`src/icache_geom_pkg.sv`:
```
/*
 * icache geometry
 * address split, word width and age counter sizing for the
 * two-way instruction cache
 */
`default_nettype none

package icache_geom_pkg;

    // fetch address and instruction word
    localparam int ADDR_W = 64;
    localparam int DATA_W = 32;

    // set index sits right above the word offset
    localparam int INDEX_W   = 6;
    localparam int INDEX_LSB = 3;

    // everything above the index is tag
    localparam int TAG_LSB = INDEX_LSB + INDEX_W;
    localparam int TAG_W   = ADDR_W - TAG_LSB;

    // one line per set and way
    localparam int SETS = 1 << INDEX_W;

    // per-way age, saturating
    localparam int AGE_W   = 3;
    localparam int AGE_MAX = (1 << AGE_W) - 1;

endpackage

`default_nettype wire

```
`src/icache_data_ram.sv`:
```
/*
 * icache data RAM
 * one instruction word per set for a single way
 */
`timescale 1ns/1ps
`default_nettype none

module icache_data_ram
    import icache_geom_pkg::*;
(
    input  wire logic               clk,
    input  wire logic [INDEX_W-1:0] i_index,
    input  wire logic               i_we,
    input  wire logic [DATA_W-1:0]  i_wdata,
    output logic      [DATA_W-1:0]  o_rdata
);

    logic [DATA_W-1:0] data_mem [SETS];

    // write port
    always_ff @(posedge clk) begin
        if (i_we) begin
            data_mem[i_index] <= i_wdata;
        end
    end

    // registered read, one cycle after the index
    always_ff @(posedge clk) begin
        o_rdata <= data_mem[i_index];
    end

endmodule

`default_nettype wire

```
`config.mk`:
```
export PLATFORM = sky130hd
export DESIGN_NAME = icache_data_ram
export DESIGN_NICKNAME = d
export VERILOG_FILES = /design/src/icache_geom_pkg.sv /design/src/icache_data_ram.sv
export SDC_FILE = /design/constraint.sdc
export NUM_CORES = 2
export LEC_CHECK = 0
export BUFFER_PORTS_ARGS = -buffer_cell sky130_fd_sc_hd__buf_2
export CORE_ASPECT_RATIO = 1.5
export CORE_MARGIN = 4
export CORE_UTILIZATION = 60
export DETAILED_ROUTE_END_ITERATION = 10
export PLACE_DENSITY = 0.77
export SYNTH_ARGS = -nofsm -noshare
export SYNTH_HDL_FRONTEND = slang
export SYNTH_SLANG_ARGS = --single-unit
```
`constraint.sdc`:
```
create_clock -name clk -period 7.7 [get_ports clk]
set_input_delay 1.54 -clock clk [delete_from_list [all_inputs] [get_ports clk]]
set_output_delay 1.54 -clock clk [all_outputs]
set_load 0.005 [all_outputs]
```
# Word-level counts from Yosys, hierarchy flattened
# Memories as Yosys holds them, arrays and structs flattened. A register that Yosys moved wholly into a read port is not among the register bits.
# Cells that the tools add are included.
# totals
regBits,0
mem_bits_rw,2048
input_bits,40
n_memories,1
output_inout_bits,32
# classes
n_mux,2
# memory_table
memory,words,word_bits,rd,rd_ports_with_merged_regs,wr,line,text
data_mem,64,32,1,1,1,icache_data_ram.sv:18,logic [DATA_W-1:0] data_mem [SETS];
# op_table
operator,n
1-bit 2-to-1 mux,2

# Logic depth before layout (Yosys ltp)
# depth
depth_word,2
depth_mapped,13

# Least setup slack after synthesis
# OpenSTA, ideal clock, no wires.
# synth_timing
path_kind,in2reg
from,input i_index[2]
to,"memory data_mem[15][0], enable pin"
arrival_ns,4.358
stages,8
slack_ns,2.921
setup_ns,0.421
cell_sequence,buf_2 -> buf_2 -> buf_2 -> buf_2 -> buf_2 -> buf_2 -> nand3_1 -> nor2_1
# synth_rtl
item,line,text
from (decl),icache_data_ram.sv:12,"input wire logic [INDEX_W-1:0] i_index,"
to (decl),icache_data_ram.sv:18,
# No word-level cell before the write port.

==> impl_metrics.tcl <==
set metrics [dict create \
    max-vdd-ir-drop_mv 0.230 \
    htreeDepth 4 \
    clk_latency_ns 0.82 \
    grt_first_pass_wirelength_mm 304 \
    synth_edf_count 2048 \
    root_buffer "clkbuf_16" \
    via_count 43400 \
    port_buffers 71 \
    gp_congestion 0.927 \
    slowest_delay_ns 0.76 \
    final_max_slew_viol_count 0 \
    grt_pass1_vias 42500 \
    tns_ns 0 \
    p_total_uw 22500 \
    status "finished clean" \
    final_cell_mix "2048 x edfxtp_1, 259 x mux2i_1, 188 x a22oi_1" \
    slew_headroom_pct 4.11 \
    ys_ff_latch 2080 \
    synth-main-ff-cell "edfxtp_1" \
    hold_violations 0 \
    worstPathCellList "buf_8, buf_4, nor2_4, buf_4, a22oi_1, o22a_1, a21oi_1, or4b_1, or4_1" \
    drt_iter0_markers 7093 \
    mappedNetlistArea_mm2 0.0789 \
    powerDensity_mw_per_mm2 258 \
    remaining_drc_errors 0 \
    slowest_stage "or4b_1" \
    grt_max_degree 122 \
    die_w_um 304 \
    dp_hpwl_mm 122 \
    die_h_um 452 \
    cts_tree "built" \
    ctsResizeCount 0 \
    yosys_warnings 0 \
    via_per_inst 7.01 \
    holdCritPathClass "flip-flop to flip-flop" \
    grt_overflow 0 \
    ys_types 56 \
    drive_above_1_share_pct 17.2 \
    cp.arrival_ns 5.65 \
    path_delay_family "simple AND/OR/NAND/NOR gates" \
    max_freq_mhz 200 \
    io-pin-count 72 \
    p_leak_uw 0.0279 \
    rsz0062_at_grt "false" \
    tightest_slew_ns 1.43 \
    antenna_found_initial 13 \
    avgSynthCellArea_um2 18.6 \
    ys_seq_area_share_pct 78.7 \
    path_buf_inv 3 \
    drt_wl_total_mm 212 \
    cp_common_cell "buf_4" \
    cts_buffers 172 \
    finalCritPeriodShare_pct 65.1 \
    area_growth_pct 10.7 \
    cts_buffer_depth 3 \
    hold_buffers 0 \
    ant_nets 0 \
    clkTransAtPathRegs_ns 0.07 \
    die_area_mm2 0.138 \
    finalSetupViolations 0 \
    required_ns 8.34 \
    critPathCaptureType "flip-flop" \
    fp-row-count 162 \
    async_flop_share_pct 0 \
    nets 4351 \
    fin_skew_ns 0.0407 \
    path_max_fanout 74 \
    synth_nets 4279 \
    period_needed_ns 5.01 \
    cts_setup_buffers 0 \
    path_class "primary input to flip-flop" \
    dr.pass1.iters 7 \
    cts_num_sinks 2080 \
    track_usage_pct 30.8 \
    netlist_instances 4239 \
    routedWlPerCell_um 34.3 \
    timing.max_cap.violations 0 \
    hold-worst-slack_ns 0.637 \
    fp.coreArea_mm2 0.130 \
    start_kind "primary input" \
    final_common_cell "edfxtp_1" \
    start_util_pct 60.6 \
]
## final cells by class
cell class              instances  area (µm²)
flip-flops and latches       2080       62100
inverters                       2        15.0
multi-input cells            1859       16000
well taps                    1722        2150
repair buffers                196        1400
clock inverters                86         816
fillers                      8017       43000
clock buffers                 231        4740
diodes                         13        32.5
## tightest hold or removal path: cells and delay by family (launching register included)
kind | cells | cell delay (ns)
AND/OR/NAND/NOR | 1 | 0.09
AO/OA/AOI/OAI | 2 | 0.22
flip-flops | 1 | 0.33
## cell families (layout without fill, tap and decap cells)
| logic type | after synthesis | in the layout | share of synthesized area (%) |
|---|---|---|---|
| flip-flops | 2080 | 2080 | 78.7 |
| AO/OA/AOI/OAI | 933 | 933 | 8.66 |
| multiplexers | 502 | 502 | 8.12 |
| AND/OR/NAND/NOR | 424 | 424 | 2.81 |
| buffers and inverters | 300 | 515 | 1.68 |
| other | 0 | 13 | 0 |
## cells in the mapped netlist, types with 16 or more instances
master	n	area share, %
nand2_1	28	0.13
nand2b_1	18	0.14
a211oi_1	17	0.16
mux2_2	147	2.1
o22a_1	70	0.78
nor2_1	145	0.69
a31oi_1	43	0.34
a22oi_1	188	1.8
nor3_1	22	0.14
o21ai_0	84	0.53
a22o_1	66	0.73
and3_1	85	0.67
a221oi_1	175	1.9
o22ai_1	93	0.74
buf_2	83	0.53
edfxtp_1	2048	78
a21oi_1	121	0.77
a222oi_1	16	0.20
dfxtp_1	32	0.81
mux4_2	96	2.7
clkbuf_1	168	0.80
nand3_1	54	0.34
buf_1	33	0.16
mux2i_1	259	3.3
## registers in the layout, indices dropped and copies added, names as in the netlist
| signal | flops |
|---|---|
| data_mem | 2048 |
| o_rdata | 32 |
## power breakdown
part	switching (µW)	internal, µW
combinational	866	354
clock	3880	4830
sequential	59.6	12500
## metrics by stage
stage / setup slack (ns) / util, % / instances / cell area (µm²)
after floorplan: 2.92 / - / 4239 / 78900
after global placement: 2.07 / 62.7 / 5859 / 81800
after detailed placement: 1.96 / 62.7 / 5859 / 81800
after CTS: 2.82 / 67.0 / 6176 / 87300
after global routing: 2.67 / 67.0 / 6178 / 87300
final: 2.69 / 67.0 / 6189 / 87300
## metal layers
layer | vias up | routed length (µm) | global-route usage (%)
met3 | 682 | 22100 | 5.75
met2 | 3188 | 102000 | 49.3
li1 | 17800 | - | -
met1 | 21800 | 69100 | 38.0
met5 | - | 54 | 0
met4 | 8 | 18800 | 22.2
## final timing paths
path                                        from          end  slack (ns)  cells past startpoint
worst max-delay path                  i_index[0]  o_rdata[21]        2.69                      9
worst min-delay path              data_mem[7][0]   o_rdata[0]        0.64                      3
worst min register to register    data_mem[7][0]   o_rdata[0]        0.64                      3
worst max register to register  data_mem[31][21]  o_rdata[21]        4.88                      5
Power figures use the tool's default switching activity.
