[src/icache_ctrl_pkg.sv]
/*
 * icache control types
 * controller states and way selection shared by the controller
 * and the age table
 */
`default_nettype none

package icache_ctrl_pkg;

    // fetch FSM
    typedef enum logic [1:0] {
        IDLE,
        READ,
        COMPARE,
        MISS_WAIT
    } icache_state_e;

    // one of the two ways
    typedef enum logic {
        WAY0,
        WAY1
    } icache_way_e;

endpackage

`default_nettype wire

[src/icache_geom_pkg.sv]
/*
 * icache geometry
 * address split, word width and age counter sizing for the
 * two-way instruction cache
 */
`default_nettype none

package icache_geom_pkg;

    // fetch address and instruction word
    localparam int ADDR_W = 64;
    localparam int DATA_W = 32;

    // set index sits right above the word offset
    localparam int INDEX_W   = 6;
    localparam int INDEX_LSB = 3;

    // everything above the index is tag
    localparam int TAG_LSB = INDEX_LSB + INDEX_W;
    localparam int TAG_W   = ADDR_W - TAG_LSB;

    // one line per set and way
    localparam int SETS = 1 << INDEX_W;

    // per-way age, saturating
    localparam int AGE_W   = 3;
    localparam int AGE_MAX = (1 << AGE_W) - 1;

endpackage

`default_nettype wire

[src/icache_age_table.sv]
/*
 * icache age table
 * saturating age per way and set, cleared on use, and victim choice
 */
`timescale 1ns/1ps
`default_nettype none

module icache_age_table
    import icache_geom_pkg::*;
    import icache_ctrl_pkg::*;
(
    input  wire logic               clk,
    input  wire logic               rst,
    input  wire logic [INDEX_W-1:0] i_index,
    input  wire logic               i_tick,
    input  wire logic               i_touch,
    input  wire icache_way_e        i_touch_way,
    input  wire logic               i_valid0,
    input  wire logic               i_valid1,
    output icache_way_e             o_victim
);

    logic [AGE_W-1:0] age0 [SETS];
    logic [AGE_W-1:0] age1 [SETS];

    function automatic logic [AGE_W-1:0] sat_inc(input logic [AGE_W-1:0] a);
        if (a == AGE_W'(AGE_MAX)) begin
            return a;
        end
        return a + 1'b1;
    endfunction

    // tick ages every entry, touch clears one
    always_ff @(posedge clk or negedge rst) begin
        if (!rst) begin
            for (int s = 0; s < SETS; s++) begin
                age0[s] <= '0;
                age1[s] <= '0;
            end
        end else if (i_tick) begin
            for (int s = 0; s < SETS; s++) begin
                age0[s] <= sat_inc(age0[s]);
                age1[s] <= sat_inc(age1[s]);
            end
        end else if (i_touch) begin
            if (i_touch_way == WAY0) begin
                age0[i_index] <= '0;
            end else begin
                age1[i_index] <= '0;
            end
        end
    end

    // empty way first, then the older one, way 0 on a tie
    always_comb begin
        if (!i_valid0) begin
            o_victim = WAY0;
        end else if (!i_valid1) begin
            o_victim = WAY1;
        end else if (age1[i_index] > age0[i_index]) begin
            o_victim = WAY1;
        end else begin
            o_victim = WAY0;
        end
    end

    // ticks come from idle, touches from compare or miss wait
    a_tick_touch_excl: assert property (
        @(posedge clk) disable iff (!rst)
        !(i_tick && i_touch)
    );

endmodule

`default_nettype wire

[config.mk]
export PLATFORM = sky130hd
export DESIGN_NAME = icache_age_table
export DESIGN_NICKNAME = d
export VERILOG_FILES = /design/src/icache_ctrl_pkg.sv /design/src/icache_geom_pkg.sv /design/src/icache_age_table.sv
export SDC_FILE = /design/constraint.sdc
export NUM_CORES = 1
export LEC_CHECK = 0
export ABC_AREA = 0
export BUFFER_PORTS_ARGS = -buffer_cell sky130_fd_sc_hd__buf_2
export CORE_MARGIN = 3
export CORE_UTILIZATION = 40
export DETAILED_ROUTE_END_ITERATION = 10
export PLACE_DENSITY = 0.51
export SYNTH_ARGS = -nofsm -noshare
export SYNTH_HDL_FRONTEND = slang
export SYNTH_SLANG_ARGS = --single-unit
export TNS_END_PERCENT = 20
[constraint.sdc]
create_clock -name clk -period 4.3 [get_ports clk]
set_input_delay 0.86 -clock clk [delete_from_list [all_inputs] [get_ports clk]]
set_output_delay 0.86 -clock clk [all_outputs]
set_load 0.01 [all_outputs]
# --- Yosys cells after proc, flatten, opt, wreduce, memory -nomap -nowiden ---
# Cells that the tools add are included.
totals:
  out_inout_bits: 1
  register_bits: 384
classes:
  n_reduce_logical: 131
  order_cmp: 3
  bitwise_logic: 4
  n_addsub: 128
  n_eq_ne: 257
  n_mux: 401
ops:
  columns: ["op", "n"]
  rows:
  - ["$mux 192", 6]
  - ["$mux 3", 133]
  - ["$add 3x1->3 const B", 128]
  - ["$and 192x192->192", 2]
  - ["$eq 3x3->1 const B", 128]
  - ["$ne 3x3->1 const B", 128]
  - ["$reduce_and 3->1", 128]
  - ["$mux 1", 259]
  - ["$not 192->192", 1]
  - ["$bmux 3 s6", 2]
  - ["$demux 3 s6", 1]
  - ["$ge 7x7->1 const B", 1]
  - ["$lt 7x1->1 const B", 1]
  - ["$not 6->7", 1]
  - ["$reduce_bool 2->1", 2]
  - ["$gt 3x3->1", 1]
  - ["$ne 2x2->1 const B", 1]
  - ["$logic_and 1x1->1", 1]

# --- Logic depth before layout (Yosys ltp) ---
depth:
  word_depth: 10
  ltp_mapped: 14
  mapped_depth_nobuf: 10

# --- Worst setup path after synthesis ---
# No wires, ideal clock.
synth_path:
  path_kind: "input to output"
  from: "input i_index[1]"
  to: "output o_victim"
  stages: 12
  n_path_buf: 2
  setup_slack_ps: 214
  arrival_ps: 3226
  path_cell_list: "buf_6 clkbuf_1 mux2_2 a222oi_1 o21ai_1 a221oi_1 nand4_1 ha_1 nor2b_1 o21a_1 o21ai_0 a21boi_0"
synth_via:
  elab_chain_len: 8
  elab_cells_between_ends: 11
  cone_classes: "order compare (1); mux (9); bitwise (1)"
synth_lines:
  columns: ["item", "line", "source"]
  rows:
  - ["start: declaration", "icache_age_table.sv:14", "input wire logic [INDEX_W-1:0] i_index,"]
  - ["$not 6->7 (not written as such) (*)", "icache_age_table.sv:60", "end else if (age1[i_index] > age0[i_index]) begin"]
  - ["$bmux 3 s6", "icache_age_table.sv:60", null]
  - ["$mux 3 (not written as such) (2 in series)", "icache_age_table.sv:60", null]
  - ["$gt 3x3->1 (*)", "icache_age_table.sv:60", null]
  - ["$mux 1 (*)", "icache_age_table.sv:60", null]
  - ["$mux 1 (*)", "icache_age_table.sv:58", "end else if (!i_valid1) begin"]
  - ["$mux 1 (*)", "icache_age_table.sv:56", "if (!i_valid0) begin"]
  - ["end: declaration", "icache_age_table.sv:20", "output icache_way_e o_victim"]
# Mark *: on every way between the ends. The rest lies on a longest branch, timed or not. The select of a mux whose other input is x is not followed.

# --- Final worst setup path ---
layout_path:
  from: "input i_index[2]"
  to: "output o_victim"
# Same word-level chain as after synthesis.

==> results.md <==
Status:
- The run finished with clean final reports.

Critical path:
- In this run the worst path has a maximum fanout of 10.
- The worst register-to-register path has a depth of 5.
- The critical path startpoint category is a primary input.
- The reg-to-reg startpoint is age1[93].
- The signal on the critical path passes through buf_12 > buf_4 > nor2_2 > buf_12 > buf_4 > a221oi_4 > o22ai_4 > a211oi_4 > and4_4 > ha_4 > nor2b_4 > o21a_1 > o21ai_2 > a21boi_1 > buf_2.
- The type of destination of the critical path is an output port.
- The capture point of the worst path is o_victim.
- Setup slack on the worst reg-to-reg path comes out at roughly 2.6 ns.
- The origin of the worst setup path is i_index[2].
- The data arrival at the endpoint of the critical path is about 3.4 ns.
- The critical path is of the primary input to output port type.
- At the worst endpoint, the required time is between 3 and 4 ns.
- In this run the critical register-to-register path is captured at age1[93].
- Among all stages on the critical path, the largest delay is contributed by sky130_fd_sc_hd__a221oi_4.
- The maximum cell stage delay along the critical path is 0.30 ns.

Finish:
- After routing the design area is between 20,000 and 30,000 um^2.
- The area growth from synthesis to layout is 19.0%.
- Counting the fill cells in the layout gives 5,112.
- The non-filler instance count after layout is ~3.1k.
- In the final layout, the share of cells above drive strength 1 is 17.7%.
- The number of nets in the final layout is 2,638.

Place:
- The instance area at placement is around 24,000 um^2.
- Once placement completed, the tool counted placed cells totaling just over 3k.
- The number of buffers added on ports is 13.
- Detailed placement ended at an HPWL of approximately 56,000 um.
- At the end of routability-driven placement, the weighted congestion stood at 0.930.

Synth:
- The share of the synthesized netlist area taken by xor and xnor gates is 0%.
- Summing the areas of all fa, ha and maj instances in the mapped netlist gives 14.4% of the synthesized area.
- In the synthesized netlist, the number of instances is 2,232.
- The synthesized netlist devotes 11.6% of its cell area to simple gates.
- The register bit count reported by yosys is about 380.
- A synthesized cell averages 10.1 um^2.
- After synthesis, the largest family of logic cells by area is compound AO/OA/AOI/OAI gates.
- Summing the sequential cell areas from Yosys gives a little over two fifths of the chip area.
- The share of async-settable or async-resettable flops after synthesis is 100%.
- The Yosys step of the flow raised 0 warnings.
- The number of nets in the synthesized netlist is 2,504.
- The cell area that synthesis handed to floorplanning was between 20,000 and 25,000 um^2.
- The most used flip-flop cell after synthesis is sky130_fd_sc_hd__dfrtp_1.
- Summing the areas of all compound-gate instances in the mapped netlist gives 21.1% of the synthesized area.
- The number of distinct library cells after synthesis is 58.
- The synthesized design contains 0 enable-type register cells.
- Measured against the total synthesized area, the mux share comes to ~5.4%.

Floorplanning:
- The count of standard-cell rows is 86.
- The die is 244 um tall.
- The die covers 59,300 um^2.
- The initial utilization of the core area, before any placement, comes to 40.7%.
- 14 I/O pins were placed.
- The total core area is 55,400 um^2.
- The width of the die is 244 um.

Pwr:
- Summed over all nets, the switching power comes to 6.80 mW.
- The fraction of power consumed by the clock network is 23.4%.
- The maximum vdd drop is 0.369 mV.
- The analysis attributes to cell leakage a power of roughly 12 nW.
- Of the total power, the share spent switching nets is between 30% and 40%.
- The proportion of power drawn by flip-flops and latches is 43.1%.
- The fraction of power consumed by combinational cells is about 34%.
- The cell-internal power is between 10 and 15 mW.
- The power density relative to cell area is 655 nW/um^2.

Clocking:
- The buffer depth of the longest clock path is 3.
- The clock sink count is 384.
- The source-to-sink clock delay at the later pin of the worst-skew pair is 0.61 ns.
- TritonCTS built the clock tree.
- In this run the clock root is driven by a sky130_fd_sc_hd__clkbuf_16.
- The number of buffers created by CTS is 47.
- The clock slew seen by the registers of the worst setup and hold paths is 0.06 ns.
- The H-tree generated during clock tree synthesis spans 2 levels.

Drt:
- The total routed wirelength is 78,000 um.
- The total number of vias is 18.8k.
- The detail route stage leaves a number of antenna-violating nets equal to 0.
- The first detailed-routing pass ran for 7 iterations.
- In the routed design, unresolved DRC markers number 0.
- The ratio of routed vias to standard cells is 5.96.
- The first-iteration detailed-routing DRC count is between 1.5k and 2k.
- In the final routed layout, each cell accounts on average for about 25 um.

Global routing:
- The maximum number of pins on one net before global-route repair is 89.
- The total track usage is 25.7%.
- The number of global-route vias before repair is about 18k.
- The first global-routing pass estimated 115,000 um of wire.
- The number of antenna violations at the first check in global routing was 3.
- The aggregate global routing overflow is 0.

Timing:
- The minimum clock period is approximately 4.3 ns.
- The share of the clock period used by the worst path after layout is 99.2%.
- The transition time at the pin with the least slew margin is 0.831 ns.
- Headroom to the max-slew limit came out at 44.4%.
- The post-route worst hold slack is 0.304 ns.
- The worst clock skew is 0.0257 ns.
- The max-slew violation total from the final report is 0.
- The final count of hold timing violations was 0.
- Setup repair after global routing could not meet its margin everywhere.
- The fmax is 0.234 GHz.
- The final-report setup violation count is 0.

Hold path:
- The classification of the worst-slack hold path is primary input to asynchronous set/reset pin.

Run:
- The max-capacitance violation count is 0.
[power groups by stage]
stage                     registers, mW  clock network (mW)  logic (mW)
after floorplan                    6.45                   0        4.36
after global placement             7.54                   0        5.29
after detailed placement           7.52                   0        5.70
after CTS                          7.50                4.19        5.79
after global routing               7.77                4.35        6.82
final                              7.59                4.12        5.89
[worst max-delay path: cells and delay by family]
| kind | cells | cell delay (ns) |
|---|---|---|
| adder cells (fa/ha/maj) | 1 | 0.21 |
| buffers and inverters | 5 | 0.71 |
| AND/OR/NAND/NOR | 3 | 0.45 |
| AO/OA/AOI/OAI | 6 | 1.16 |
[how the worst min path moves through the flow]
stage | start | to | slack, ns | cells after the start
3_5_place_dp | age1[94] | age1[94] | 0.52 | 1
3_3_place_gp | age1[147] | age1[147] | 0.51 | 1
6_report | rst | age1[172] | 0.30 | 1
4_1_cts | rst | age0[172] | 0.33 | 1
5_1_grt | rst | age1[172] | 0.35 | 1
2_1_floorplan | age0[141] | age0[141] | 0.48 | 1
[routing by layer]
layer,part of all wire (%),global-route usage [%],vias up
met3,6.9,5.56,160
met4,3.7,9.94,4
li1,-,-,8608
met5,0.037,0,-
met2,45,40.0,604
met1,44,35.1,9390
[flip-flops by register name, indices dropped and copies added (netlist names)]
register / cells
age0: 192
age1: 192
[synthesized netlist by cell type, drive strengths merged, types with 3 or more instances]
master | count | area (um^2)
a21oi | 13 | 65.1
a221o | 6 | 60.1
a221oi | 73 | 639
a222oi | 5 | 50.1
a22o | 102 | 893
a22oi | 46 | 345
a31oi | 10 | 62.6
a32oi | 3 | 26.3
and2 | 4 | 25.0
and3 | 9 | 56.3
and3b | 8 | 70.1
and4 | 3 | 26.3
buf | 55 | 300
clkbuf | 51 | 191
dfrtp | 384 | 9610
ha | 259 | 3240
inv | 164 | 616
mux2 | 73 | 830
mux2i | 22 | 220
mux4 | 7 | 158
nand2 | 195 | 732
nand2b | 91 | 569
nand3 | 5 | 25.0
nand3b | 5 | 37.5
nand4 | 3 | 18.8
nor2 | 124 | 468
nor2b | 55 | 344
nor3 | 11 | 60.1
nor3b | 13 | 128
o211ai | 85 | 638
o21ai | 138 | 691
o22a | 7 | 61.3
o22ai | 181 | 1130
or2 | 5 | 31.3
[kinds of logic (layout without fill, tap and decap cells)]
logic type / Yosys count / count (layout)
flops: 384 / 384
buf+inv: 270 / 437
simple gates: 535 / 535
mux: 102 / 102
fa+ha+maj: 259 / 259
other cells: 0 / 1
compound gates: 682 / 682
[timing repair]
action	CTS	global route
hold buffers	0	0
setup buffers	5	14
pin swaps	16	31
hold endpoints to repair	0	0
gates cloned	2	3
setup endpoints to repair	1	1
gates resized for setup	54	59
[through the flow]
stage	setup slack, ns	util [%]	setup TNS [ns]	total power, mW
3_3_place_gp	-0.652	44.1	-0.652	12.8
5_1_grt	-0.0499	48.5	-0.0499	18.9
4_1_cts	0.00264	47.6	0	17.5
2_1_floorplan	0.214	-	0	10.8
6_report	0.0331	48.5	0	17.6
3_5_place_dp	-0.715	44.1	-0.715	13.2
[placed cells by master (no fill, tap or decap), types with 47 or more instances in the layout]
cell type	instances
sky130_fd_sc_hd__o211ai_1	85
sky130_fd_sc_hd__a221oi_1	47
sky130_fd_sc_hd__nand2_1	195
sky130_fd_sc_hd__a22o_1	102
sky130_fd_sc_hd__dfrtp_1	383
sky130_fd_sc_hd__clkbuf_16	50
sky130_fd_sc_hd__ha_1	256
sky130_fd_sc_hd__nand2b_1	90
sky130_fd_sc_hd__inv_1	162
sky130_fd_sc_hd__mux2_2	69
sky130_fd_sc_hd__nor2_1	122
sky130_fd_sc_hd__o22ai_1	176
sky130_fd_sc_hd__nor2b_1	49
sky130_fd_sc_hd__o21ai_0	126
sky130_fd_sc_hd__buf_4	144
[cell type report]
class	instances	area, um^2	share of cell area (%)
inverters	164	616	2.29
diodes	1	2.50	0.00932
well taps	748	936	3.48
flip-flops and latches	384	9610	35.8
clock inverters	17	226	0.843
multi-input cells	1578	12300	45.7
clock buffers	65	1330	4.97
repair buffers	191	1850	6.90
Power figures use the tool's default switching activity.
