[src/icache_ctrl_pkg.sv]
/*
 * icache control types
 * controller states and way selection shared by the controller
 * and the age table
 */
`default_nettype none

package icache_ctrl_pkg;

    // fetch FSM
    typedef enum logic [1:0] {
        IDLE,
        READ,
        COMPARE,
        MISS_WAIT
    } icache_state_e;

    // one of the two ways
    typedef enum logic {
        WAY0,
        WAY1
    } icache_way_e;

endpackage

`default_nettype wire

[src/icache_geom_pkg.sv]
/*
 * icache geometry
 * address split, word width and age counter sizing for the
 * two-way instruction cache
 */
`default_nettype none

package icache_geom_pkg;

    // fetch address and instruction word
    localparam int ADDR_W = 64;
    localparam int DATA_W = 32;

    // set index sits right above the word offset
    localparam int INDEX_W   = 6;
    localparam int INDEX_LSB = 3;

    // everything above the index is tag
    localparam int TAG_LSB = INDEX_LSB + INDEX_W;
    localparam int TAG_W   = ADDR_W - TAG_LSB;

    // one line per set and way
    localparam int SETS = 1 << INDEX_W;

    // per-way age, saturating
    localparam int AGE_W   = 3;
    localparam int AGE_MAX = (1 << AGE_W) - 1;

endpackage

`default_nettype wire

[src/icache_ctrl.sv]
/*
 * icache controller
 * fetch FSM with tag compare, way select on hit and
 * single-word refill from memory on a miss
 */
`timescale 1ns/1ps
`default_nettype none

module icache_ctrl
    import icache_geom_pkg::*;
    import icache_ctrl_pkg::*;
(
    input  wire logic               clk,
    input  wire logic               rst,

    // fetch side
    input  wire logic               i_fetch_en,
    input  wire logic [ADDR_W-1:0]  i_fetch_addr,
    output logic                    o_fetch_valid,
    output logic      [DATA_W-1:0]  o_fetch_data,

    // memory side
    output logic                    o_mem_req,
    output logic      [ADDR_W-1:0]  o_mem_addr,
    input  wire logic               i_mem_ack,
    input  wire logic [DATA_W-1:0]  i_mem_data,

    // RAM control
    output logic      [INDEX_W-1:0] o_index,
    output logic      [TAG_W-1:0]   o_wtag,
    output logic      [DATA_W-1:0]  o_wdata,
    output logic                    o_we0,
    output logic                    o_we1,
    input  wire logic [TAG_W-1:0]   i_tag0,
    input  wire logic               i_valid0,
    input  wire logic [TAG_W-1:0]   i_tag1,
    input  wire logic               i_valid1,
    input  wire logic [DATA_W-1:0]  i_rdata0,
    input  wire logic [DATA_W-1:0]  i_rdata1,

    // age table
    input  wire icache_way_e        i_victim,
    output logic                    o_tick,
    output logic                    o_touch,
    output icache_way_e             o_touch_way
);

    icache_state_e    state_q;
    icache_state_e    state_d;
    logic [ADDR_W-1:0] addr_q;
    icache_way_e      victim_q;
    logic [TAG_W-1:0] req_tag;
    logic             accept;
    logic             hit0;
    logic             hit1;
    logic             hit;
    logic             miss;
    logic             fill;

    assign req_tag = addr_q[ADDR_W-1:TAG_LSB];
    assign accept  = (state_q == IDLE) && i_fetch_en;

    // tag compare, RAM outputs line up with COMPARE
    assign hit0 = i_valid0 && (i_tag0 == req_tag);
    assign hit1 = i_valid1 && (i_tag1 == req_tag);
    assign hit  = (state_q == COMPARE) && (hit0 || hit1);
    assign miss = (state_q == COMPARE) && !(hit0 || hit1);
    assign fill = (state_q == MISS_WAIT) && i_mem_ack;

    always_comb begin
        state_d = state_q;
        case (state_q)
            IDLE:      if (i_fetch_en) state_d = READ;
            READ:      state_d = COMPARE;
            COMPARE:   state_d = hit ? IDLE : MISS_WAIT;
            MISS_WAIT: if (i_mem_ack) state_d = IDLE;
            default:   state_d = IDLE;
        endcase
    end

    always_ff @(posedge clk or negedge rst) begin
        if (!rst) begin
            state_q       <= IDLE;
            addr_q        <= '0;
            victim_q      <= WAY0;
            o_fetch_valid <= 1'b0;
            o_mem_req     <= 1'b0;
        end else begin
            state_q       <= state_d;
            o_fetch_valid <= hit || fill;
            if (accept) begin
                addr_q <= i_fetch_addr;
            end
            // victim is frozen for the whole refill
            if (miss) begin
                victim_q  <= i_victim;
                o_mem_req <= 1'b1;
            end else if (fill) begin
                o_mem_req <= 1'b0;
            end
        end
    end

    // returned word, from the hitting way or straight from memory
    always_ff @(posedge clk) begin
        if (hit) begin
            o_fetch_data <= hit1 ? i_rdata1 : i_rdata0;
        end else if (fill) begin
            o_fetch_data <= i_mem_data;
        end
    end

    assign o_mem_addr = addr_q;

    // RAM side
    assign o_index = addr_q[INDEX_LSB +: INDEX_W];
    assign o_wtag  = req_tag;
    assign o_wdata = i_mem_data;
    assign o_we0   = fill && (victim_q == WAY0);
    assign o_we1   = fill && (victim_q == WAY1);

    // age bookkeeping
    assign o_tick      = accept;
    assign o_touch     = hit || fill;
    assign o_touch_way = (state_q == COMPARE) ? (hit1 ? WAY1 : WAY0) : victim_q;

    // requester waits for o_fetch_valid before the next strobe
    a_fetch_only_idle: assert property (
        @(posedge clk) disable iff (!rst)
        i_fetch_en |-> state_q == IDLE
    );

    // request and address hold until the memory answers
    a_mem_req_hold: assert property (
        @(posedge clk) disable iff (!rst)
        o_mem_req && !i_mem_ack |=> o_mem_req && $stable(o_mem_addr)
    );

    // a fill never duplicates a line already present in the set
    a_single_hit: assert property (
        @(posedge clk) disable iff (!rst)
        state_q == COMPARE |-> !(hit0 && hit1)
    );

endmodule

`default_nettype wire

[config.mk]
export PLATFORM = sky130hd
export DESIGN_NAME = icache_ctrl
export DESIGN_NICKNAME = d
export VERILOG_FILES = /design/src/icache_ctrl_pkg.sv /design/src/icache_geom_pkg.sv /design/src/icache_ctrl.sv
export SDC_FILE = /design/constraint.sdc
export NUM_CORES = 1
export LEC_CHECK = 0
export ABC_AREA = 1
export BUFFER_PORTS_ARGS = -buffer_cell sky130_fd_sc_hd__buf_2
export CAP_MARGIN = 20
export CORE_AREA = 3 3 182 184
export DETAILED_ROUTE_END_ITERATION = 8
export DIE_AREA = 0 0 185 187
export GPL_TIMING_DRIVEN = 0
export HOLD_SLACK_MARGIN = 0.15
export PLACE_DENSITY_LB_ADDON = 0.2
export SYNTH_ARGS = -nofsm -noshare
export SYNTH_HDL_FRONTEND = slang
export SYNTH_SLANG_ARGS = --single-unit
[constraint.sdc]
create_clock -name clk -period 5 [get_ports clk]
set_input_delay 1 -clock clk [delete_from_list [all_inputs] [get_ports clk]]
set_output_delay 1 -clock clk [all_outputs]
set_load 0.005 [all_outputs]
After elaboration in Yosys (flattened, before gate mapping)
Index checks and enable logic that the tools add are counted.
{"block": "op_classes", "n_bitwise": 1, "n_reduce_logical": 15, "n_eq_ne": 7, "muxes": 11}
{"operator": "== test 55 bit", "n": 2}
{"operator": "2-to-1 mux 32 bit", "n": 3}
{"operator": "logical AND 1 bit", "n": 8}
{"operator": "case mux 2 bit (4 select lines)", "n": 1}
{"operator": "2-to-1 mux 2 bit", "n": 3}
{"operator": "== test 2 bit (second input constant)", "n": 2}
{"operator": "2-to-1 mux 1 bit", "n": 4}
{"operator": "inequality test 2 bit (second input constant)", "n": 2}
{"operator": "nonzero test 2 bit", "n": 2}
{"operator": "== test 2 x 1 -> 1 bit (second input constant)", "n": 1}
{"operator": "logical NOT 2 bit", "n": 1}
{"operator": "logical OR 1 bit", "n": 2}
{"operator": "AND reduction 2 bit", "n": 1}
{"operator": "logical NOT 1 bit", "n": 1}
{"operator": "NOT 1 bit", "n": 1}
{"block": "word_totals", "output_inout_bits": 196, "wordCells": 40, "reg_bits": 101, "inputBits": 277}

Depth between registers and ports, before layout
Gate-level depths: netlist of run 1.
{"block": "logic_depth", "word_depth": 6, "mapped_depth": 14, "mapped_depth_nobuf": 13}

Least setup slack after synthesis of run 1
No wires, ideal clock.
{"block": "synth_timing", "path_type": "input -> output", "from": "in i_tag1[16]", "to": "out o_touch", "cell_stages": 12, "t_required_ns": 4.000, "slack_ns": 1.306, "n_path_buf": 1, "arrival_ns": 2.694, "cell_sequence": "nor2_1 > nor2_1 > nor2_1 > nand2_1 > nor2_1 > nand2_1 > nor2_1 > nand2_1 > nand2_2 > nand2_4 > buf_6 > nand2_1"}
{"block": "synth_via", "elab_chain_len": 5}
{"element": "from (decl)", "line": "icache_ctrl.sv:36", "source": "input wire logic [TAG_W-1:0] i_tag1,"}
{"element": "== test 55 bit", "line": "icache_ctrl.sv:65", "source": "assign hit1 = i_valid1 && (i_tag1 == req_tag);"}
{"element": "logical AND 1 bit", "line": "icache_ctrl.sv:65"}
{"element": "logical OR 1 bit", "line": "icache_ctrl.sv:66", "source": "assign hit = (state_q == COMPARE) && (hit0 || hit1);"}
{"element": "logical AND 1 bit", "line": "icache_ctrl.sv:66"}
{"element": "logical OR 1 bit", "line": "icache_ctrl.sv:124", "source": "assign o_touch = hit || fill;"}
{"element": "to (decl)", "line": "icache_ctrl.sv:44", "source": "output logic o_touch,"}
No other way between the ends.

Final worst setup path of run 1
{"block": "layout_timing", "from": "in i_tag0[45]", "to": "out o_touch"}
{"block": "layout_via", "elab_chain_len": 5}
{"element": "from (decl)", "line": "icache_ctrl.sv:34", "source": "input wire logic [TAG_W-1:0] i_tag0,"}
{"element": "== test 55 bit", "line": "icache_ctrl.sv:64", "source": "assign hit0 = i_valid0 && (i_tag0 == req_tag);"}
{"element": "logical AND 1 bit", "line": "icache_ctrl.sv:64"}
{"element": "logical OR 1 bit", "line": "icache_ctrl.sv:66"}
{"element": "logical AND 1 bit", "line": "icache_ctrl.sv:66"}
{"element": "logical OR 1 bit", "line": "icache_ctrl.sv:124"}
No other way between the ends.

==> metrics.csv, run 1 <==
metric,value,unit
clock_latency,0.36,ns
htreeDepth,3,
dieHeight,187,µm
synth_nets,1416,
vias,8723,
register_area,2688,µm²
p_leak,6.256,nW
place_area,10290,µm²
yosysSeqAreaShare,36.34,%
synth_compound_area_share,5.143,%
holdCritPathClass,register to register,
fin_crit,4.519,ns
final_area,10600,µm²
place_inst,2014,
post-cts-setup-buffers,0,
grt_pass1_wl,51270,µm
synth_warnings,0,
status,finished clean,
path_clk_slew,0.07,ns
die_w,185,µm
grt-ovfl-total,0,
synthMuxAreaShare,0,%
crit_fanout,34,
ys_types,25,
dp_hpwl,30000,µm
mappedNetlistArea,7396,µm²
dr.pass1.iters,5,
die_area,34600,µm²
final_nets,1900,
wl_per_cell,17.53,µm
avgSynthCellArea,6.493,µm²
grt_start_max_net_pins,45,
crit_arrival,3.52,ns
ys_seq_elements,101,
drv_slew,0,
syn_to_final_growth,43.38,%
setup_viol,0,
multi_input_area,3351,µm²
cts_tree,done,
initial_core_util,23.44,%
row_count,65,
rsz0062_at_grt,no,
whs,0.4826,ns
cts.sink_count,101,
endpoint_kind,primary output,
worst_pin_slew,0.8930,ns
ant_nets,0,
core-area,31560,µm²
numCtsBuffers,9,
cts-resized-gates,0,
fmax,221.3,MHz
drc,0,
worst_clock_skew,0.01509,ns
critPathKind,input port to primary output,
max_slew_margin,40.25,%
cts_buffer_depth,2,
postCtsHoldBufs,0,
peakVddDrop,0.1810,mV
drive_gt1_share,38.70,%
max_cap_viol_count,0,
synthXorXnorAreaFrac,2.961,%
antenna_found_initial,9,
powerDensity,463.1,nW/µm²
synth_top_family_by_area,simple AND/OR/NAND/NOR gates,
finalHoldViolCount,0,
place.gp.congestion,0.8565,
routed_wirelength,35710,µm
port_buffers,472,
min_period_over_period,90.38,%
vias_per_cell,4.282,
critPathLaunchType,input port,
synthAdderAreaFrac,0,%
grt_usage,19.77,%
layout_common_cells,"nand2_1, buf_2, nor2_1",
num-fill-cells,3603,
synth_cells,1139,
synth-simple-area-share,37.17,%
critPathRequiredTime,4.00,ns
final_common_cell,nand2_1,
layout.cells.non_filler,2037,
post-route-util,33.60,%
root_buffer,clkbuf_16,
drtIter0Drc,485,
io_pins,473,
grt_pass1_vias,8395,
## where the power goes
| part | internal (mW) | switching, mW |
|---|---|---|
| Clock | 0.390 | 0.356 |
| Sequential | 1.17 | 0.435 |
| Combinational | 1.14 | 1.41 |
| Total | 2.71 | 2.20 |
## state kept, by name, indices dropped and copies added (netlist names)
| name | count |
|---|---|
| state_q | 2 |
| victim_q | 1 |
| o_mem_req | 1 |
| o_fetch_valid | 1 |
| o_fetch_data | 32 |
| o_mem_addr | 64 |
## logic make-up (layout without fill, tap and decap cells)
kind of cell / after synthesis / count (layout)
compound gates: 76 / 76
xor+xnor: 25 / 25
buf+inv: 246 / 735
flops: 101 / 101
other cells: 0 / 7
simple gates: 691 / 691
## synth_stat cells
cell type | instances | area (µm²)
nand2_1 | 490 | 1839
nor2_1 | 111 | 416.7
inv_1 | 103 | 386.6
buf_4 | 102 | 765.7
nand3_1 | 73 | 365.4
o21ai_0 | 73 | 365.4
dfrtp_1 | 69 | 1727
edfxtp_1 | 32 | 960.9
xor2_1 | 19 | 166.4
inv_2 | 18 | 67.56
clkbuf_1 | 9 | 33.78
buf_2 | 7 | 35.03
buf_6 | 6 | 67.56
xnor2_1 | 6 | 52.55
nand4_1 | 5 | 31.28
or2_2 | 3 | 18.77
nand2_4 | 2 | 22.52
nand3b_1 | 2 | 15.01
nor2_4 | 2 | 22.52
o21ai_1 | 2 | 10.01
a21oi_1 | 1 | 5.000
clkinv_1 | 1 | 3.750
nand2_2 | 1 | 6.260
nor2_2 | 1 | 6.260
nor3_1 | 1 | 5.000
## metal layers
layer / GRT usage, % / routed length (µm) / vias up
li1: - / - / 4374
met1: 25.75 / 15190 / 3955
met2: 33.62 / 17260 / 352
met3: 3.481 / 2625 / 36
met4: 5.339 / 591 / 6
met5: 0 / 45 / -
## worst paths after layout
| check | startpoint | to | slack (ns) | depth (start not counted) |
|---|---|---|---|---|
| min reg2reg | o_mem_req | o_mem_req | 0.48 | 2 |
| max reg2reg | o_mem_addr[45] | o_fetch_data[8] | 1.80 | 12 |
| max in group asynchronous | rst | o_fetch_valid | 3.83 | 2 |
| min | o_mem_req | o_mem_req | 0.48 | 2 |
| max | i_tag0[45] | o_touch | 0.48 | 14 |
| min in group asynchronous | rst | o_mem_addr[14] | 0.55 | 1 |
## per-stage QoR
stage | power [mW] | setup slack (ns) | TNS [ns]
3_5_place_dp | 4.206 | 0.4391 | 0
4_1_cts | 4.984 | 0.4333 | 0
2_1_floorplan | 2.894 | 1.306 | 0
3_3_place_gp | 4.188 | -0.1053 | -0.1053
5_1_grt | 5.349 | 0.2828 | 0
6_report | 4.910 | 0.4812 | 0
## worst max-delay path, cell delays in order
cell	delay, ns
buf_2	0.11
nand2_1	0.05
o21ai_0	0.16
nor2_1	0.14
nand2_1	0.06
nor2_1	0.13
nand2_1	0.06
nor2_1	0.24
nand2_1	0.19
nand2_2	0.19
nand2_4	0.10
buf_6	0.17
nand2_2	0.65
buf_2	0.25
## layout make-up
cell class / count / share of cell area [%]
Multi-Input combinational cell: 792 / 31.60
Buffer: 124 / 8.507
Clock inverter: 6 / 0.6018
Timing Repair Buffer: 473 / 22.56
Tap cell: 402 / 4.743
Sequential cell: 101 / 25.35
Clock buffer: 10 / 2.159
Inverter: 122 / 4.319
Antenna cell: 7 / 0.1652
Power figures use the tool's default switching activity.
==> run 2, diff against run 1 <==
--- a/config.mk
+++ b/config.mk
@@ -7,10 +7,9 @@
 export LEC_CHECK = 0
 export ABC_AREA = 1
 export BUFFER_PORTS_ARGS = -buffer_cell sky130_fd_sc_hd__buf_2
-export CAP_MARGIN = 20
-export CORE_AREA = 3 3 182 184
+export CORE_AREA = 3 3 183 185
 export DETAILED_ROUTE_END_ITERATION = 8
-export DIE_AREA = 0 0 185 187
+export DIE_AREA = 0 0 186 188
 export GPL_TIMING_DRIVEN = 0
 export HOLD_SLACK_MARGIN = 0.15
 export PLACE_DENSITY_LB_ADDON = 0.2
==> run 2 against run 1 <==
- hold slack better by 0.0056 ns
- largest power group unchanged
- sequential share of layout area up 0.051 points
- fmax down 0.37%
- critical endpoint unchanged
- highest routed layer unchanged
- non-clock buffer count unchanged
- clock power down 1%
- sequential cell count unchanged
==> metrics.csv, run 2 (same netlist as run 1, synthesis figures left out) <==
metric,value,unit,change
clock_latency,0.37,ns,was 0.36 ns
holdCritPathClass,register to register,,unchanged
worst_clock_skew,0.01753,ns,was 0.01509 ns
whs_path_depth,2,,unchanged
cts_buffer_depth,2,,unchanged
r2r_cells,12,,unchanged
fin_crit,4.536,ns,was 4.519 ns
place.gp.congestion,0.8578,,was 0.8565
largest_reg_flops,64,,unchanged
finalPower,4.890,mW,was 4.910 mW
initial_core_util,22.96,%,was 23.44%
post-route-util,32.86,%,was 33.60%
crit_fanout,34,,unchanged
cts.sink_count,101,,unchanged
drv_slew,0,,unchanged
grt_pass1_wl,50960,µm,was 51270 µm
whs,0.4882,ns,was 0.4826 ns
antenna_found_initial,7,,was 9
final_nets,1900,,unchanged
core-area,32210,µm²,was 31560 µm²
p_leak,6.245,nW,was 6.256 nW
fmax,220.5,MHz,was 221.3 MHz
grt-ovfl-total,0,,unchanged
dieHeight,188,µm,was 187 µm
layout_common_cells,"nand2_1, buf_2, nor2_1",,unchanged
port_buffers,472,,unchanged
postCtsHoldBufs,0,,unchanged
drtIter0Drc,485,,unchanged
die_area,34970,µm²,was 34600 µm²
root_buffer,clkbuf_16,,unchanged
setup_tns,0,ns,unchanged
path_clk_slew,0.08,ns,was 0.07 ns
ant_nets,0,,unchanged
drive_gt1_share,38.76,%,was 38.70%
crit_arrival,3.54,ns,was 3.52 ns
finalHoldViolCount,0,,unchanged
post-cts-setup-buffers,0,,unchanged
drc,0,,unchanged
peakVddDrop,0.1860,mV,was 0.1810 mV
wl_per_cell,17.62,µm,was 17.53 µm
vias,8741,,was 8723
critPathLaunchType,input port,,unchanged
final_area,10580,µm²,was 10600 µm²
numCtsBuffers,9,,unchanged
grt_start_max_net_pins,38,,was 45
max_slew_margin,40.36,%,was 40.25%
min_period_over_period,90.71,%,was 90.38%
max_cap_viol_count,0,,unchanged
grt_pass1_vias,8207,,was 8395
final_common_cell,nand2_1,,unchanged
htreeDepth,3,,unchanged
routed_wirelength,35920,µm,was 35710 µm
dr.pass1.iters,5,,unchanged
grt_usage,19.72,%,was 19.77%
place_area,10290,µm²,unchanged
status,finished clean,,unchanged
io_pins,473,,unchanged
cts-resized-gates,0,,unchanged
die_w,186,µm,was 185 µm
syn_to_final_growth,43.09,%,was 43.38%
critPathRequiredTime,4.00,ns,about the same
vias_per_cell,4.289,,was 4.282
worst_pin_slew,0.8914,ns,was 0.8930 ns
endpoint_kind,primary output,,unchanged
dp_hpwl,29990,µm,was 30000 µm
cts_tree,done,,unchanged
row_count,66,,was 65
rsz0062_at_grt,no,,unchanged
setup_viol,0,,unchanged
powerDensity,462.1,nW/µm²,was 463.1 nW/µm²
critPathKind,input port to primary output,,unchanged
==> run 2: cell count changes in the layout (fill, tap and decap cells not counted), sizes merged <==
cell,change
diode,-5
clkbuf,-1
clkinvlp,+1
bufinv,-1
inv,+2
clkinv,-1
==> run 2: critical path, cell delays in order <==
cell     delay (ns)
buf_2          0.10
nand2_1        0.05
o21ai_0        0.16
nor2_1         0.14
nand2_1        0.06
nor2_1         0.16
nand2_1        0.07
nor2_1         0.23
nand2_1        0.17
nand2_2        0.19
nand2_4        0.10
buf_6          0.17
nand2_2        0.65
buf_2          0.25
==> run 2: through the flow <==
step	instances	worst slack (ns)
2_1_floorplan	1139	1.306
3_3_place_gp	2019	-0.1405
3_5_place_dp	2020	0.4041
4_1_cts	2036	0.3860
5_1_grt	2038	0.2097
6_report	2038	0.4643
==> run 2: cell type report <==
class / instances / area [µm²]
Buffer: 124 / 902.1
Clock buffer: 9 / 225.2
Multi-Input combinational cell: 792 / 3351
Antenna cell: 2 / 5.005
Tap cell: 408 / 510.5
Inverter: 122 / 457.9
Fill cell: 3648 / 21620
Sequential cell: 101 / 2688
Clock inverter: 7 / 58.81
Timing Repair Buffer: 473 / 2385
==> run 2: path summary, 6_finish.rpt <==
check	end	from	slack [ns]
worst max-delay path	o_touch	i_tag0[45]	0.46
worst min-delay path	o_mem_req	o_mem_req	0.49
worst max register to register	o_fetch_data[28]	o_mem_addr[45]	1.85
worst min register to register	o_mem_req	o_mem_req	0.49
max in group asynchronous	o_fetch_valid	rst	3.78
min in group asynchronous	o_mem_addr[13]	rst	0.60
==> run 2: layer usage <==
metal | routed length [µm] | share of wire [%] | track usage, %
met1 | 15530 | 43 | 26.40
met5 | 42 | 0.12 | 0
met2 | 17350 | 48 | 33.57
met3 | 2482 | 6.9 | 3.240
met4 | 510 | 1.4 | 3.982
==> run 2: where the power goes <==
group          internal, mW  switching (mW)  leakage [nW]
clock network         0.348           0.388         0.134
logic                  1.14            1.41          4.97
registers              1.17           0.430          1.14
total                  2.67            2.22          6.25
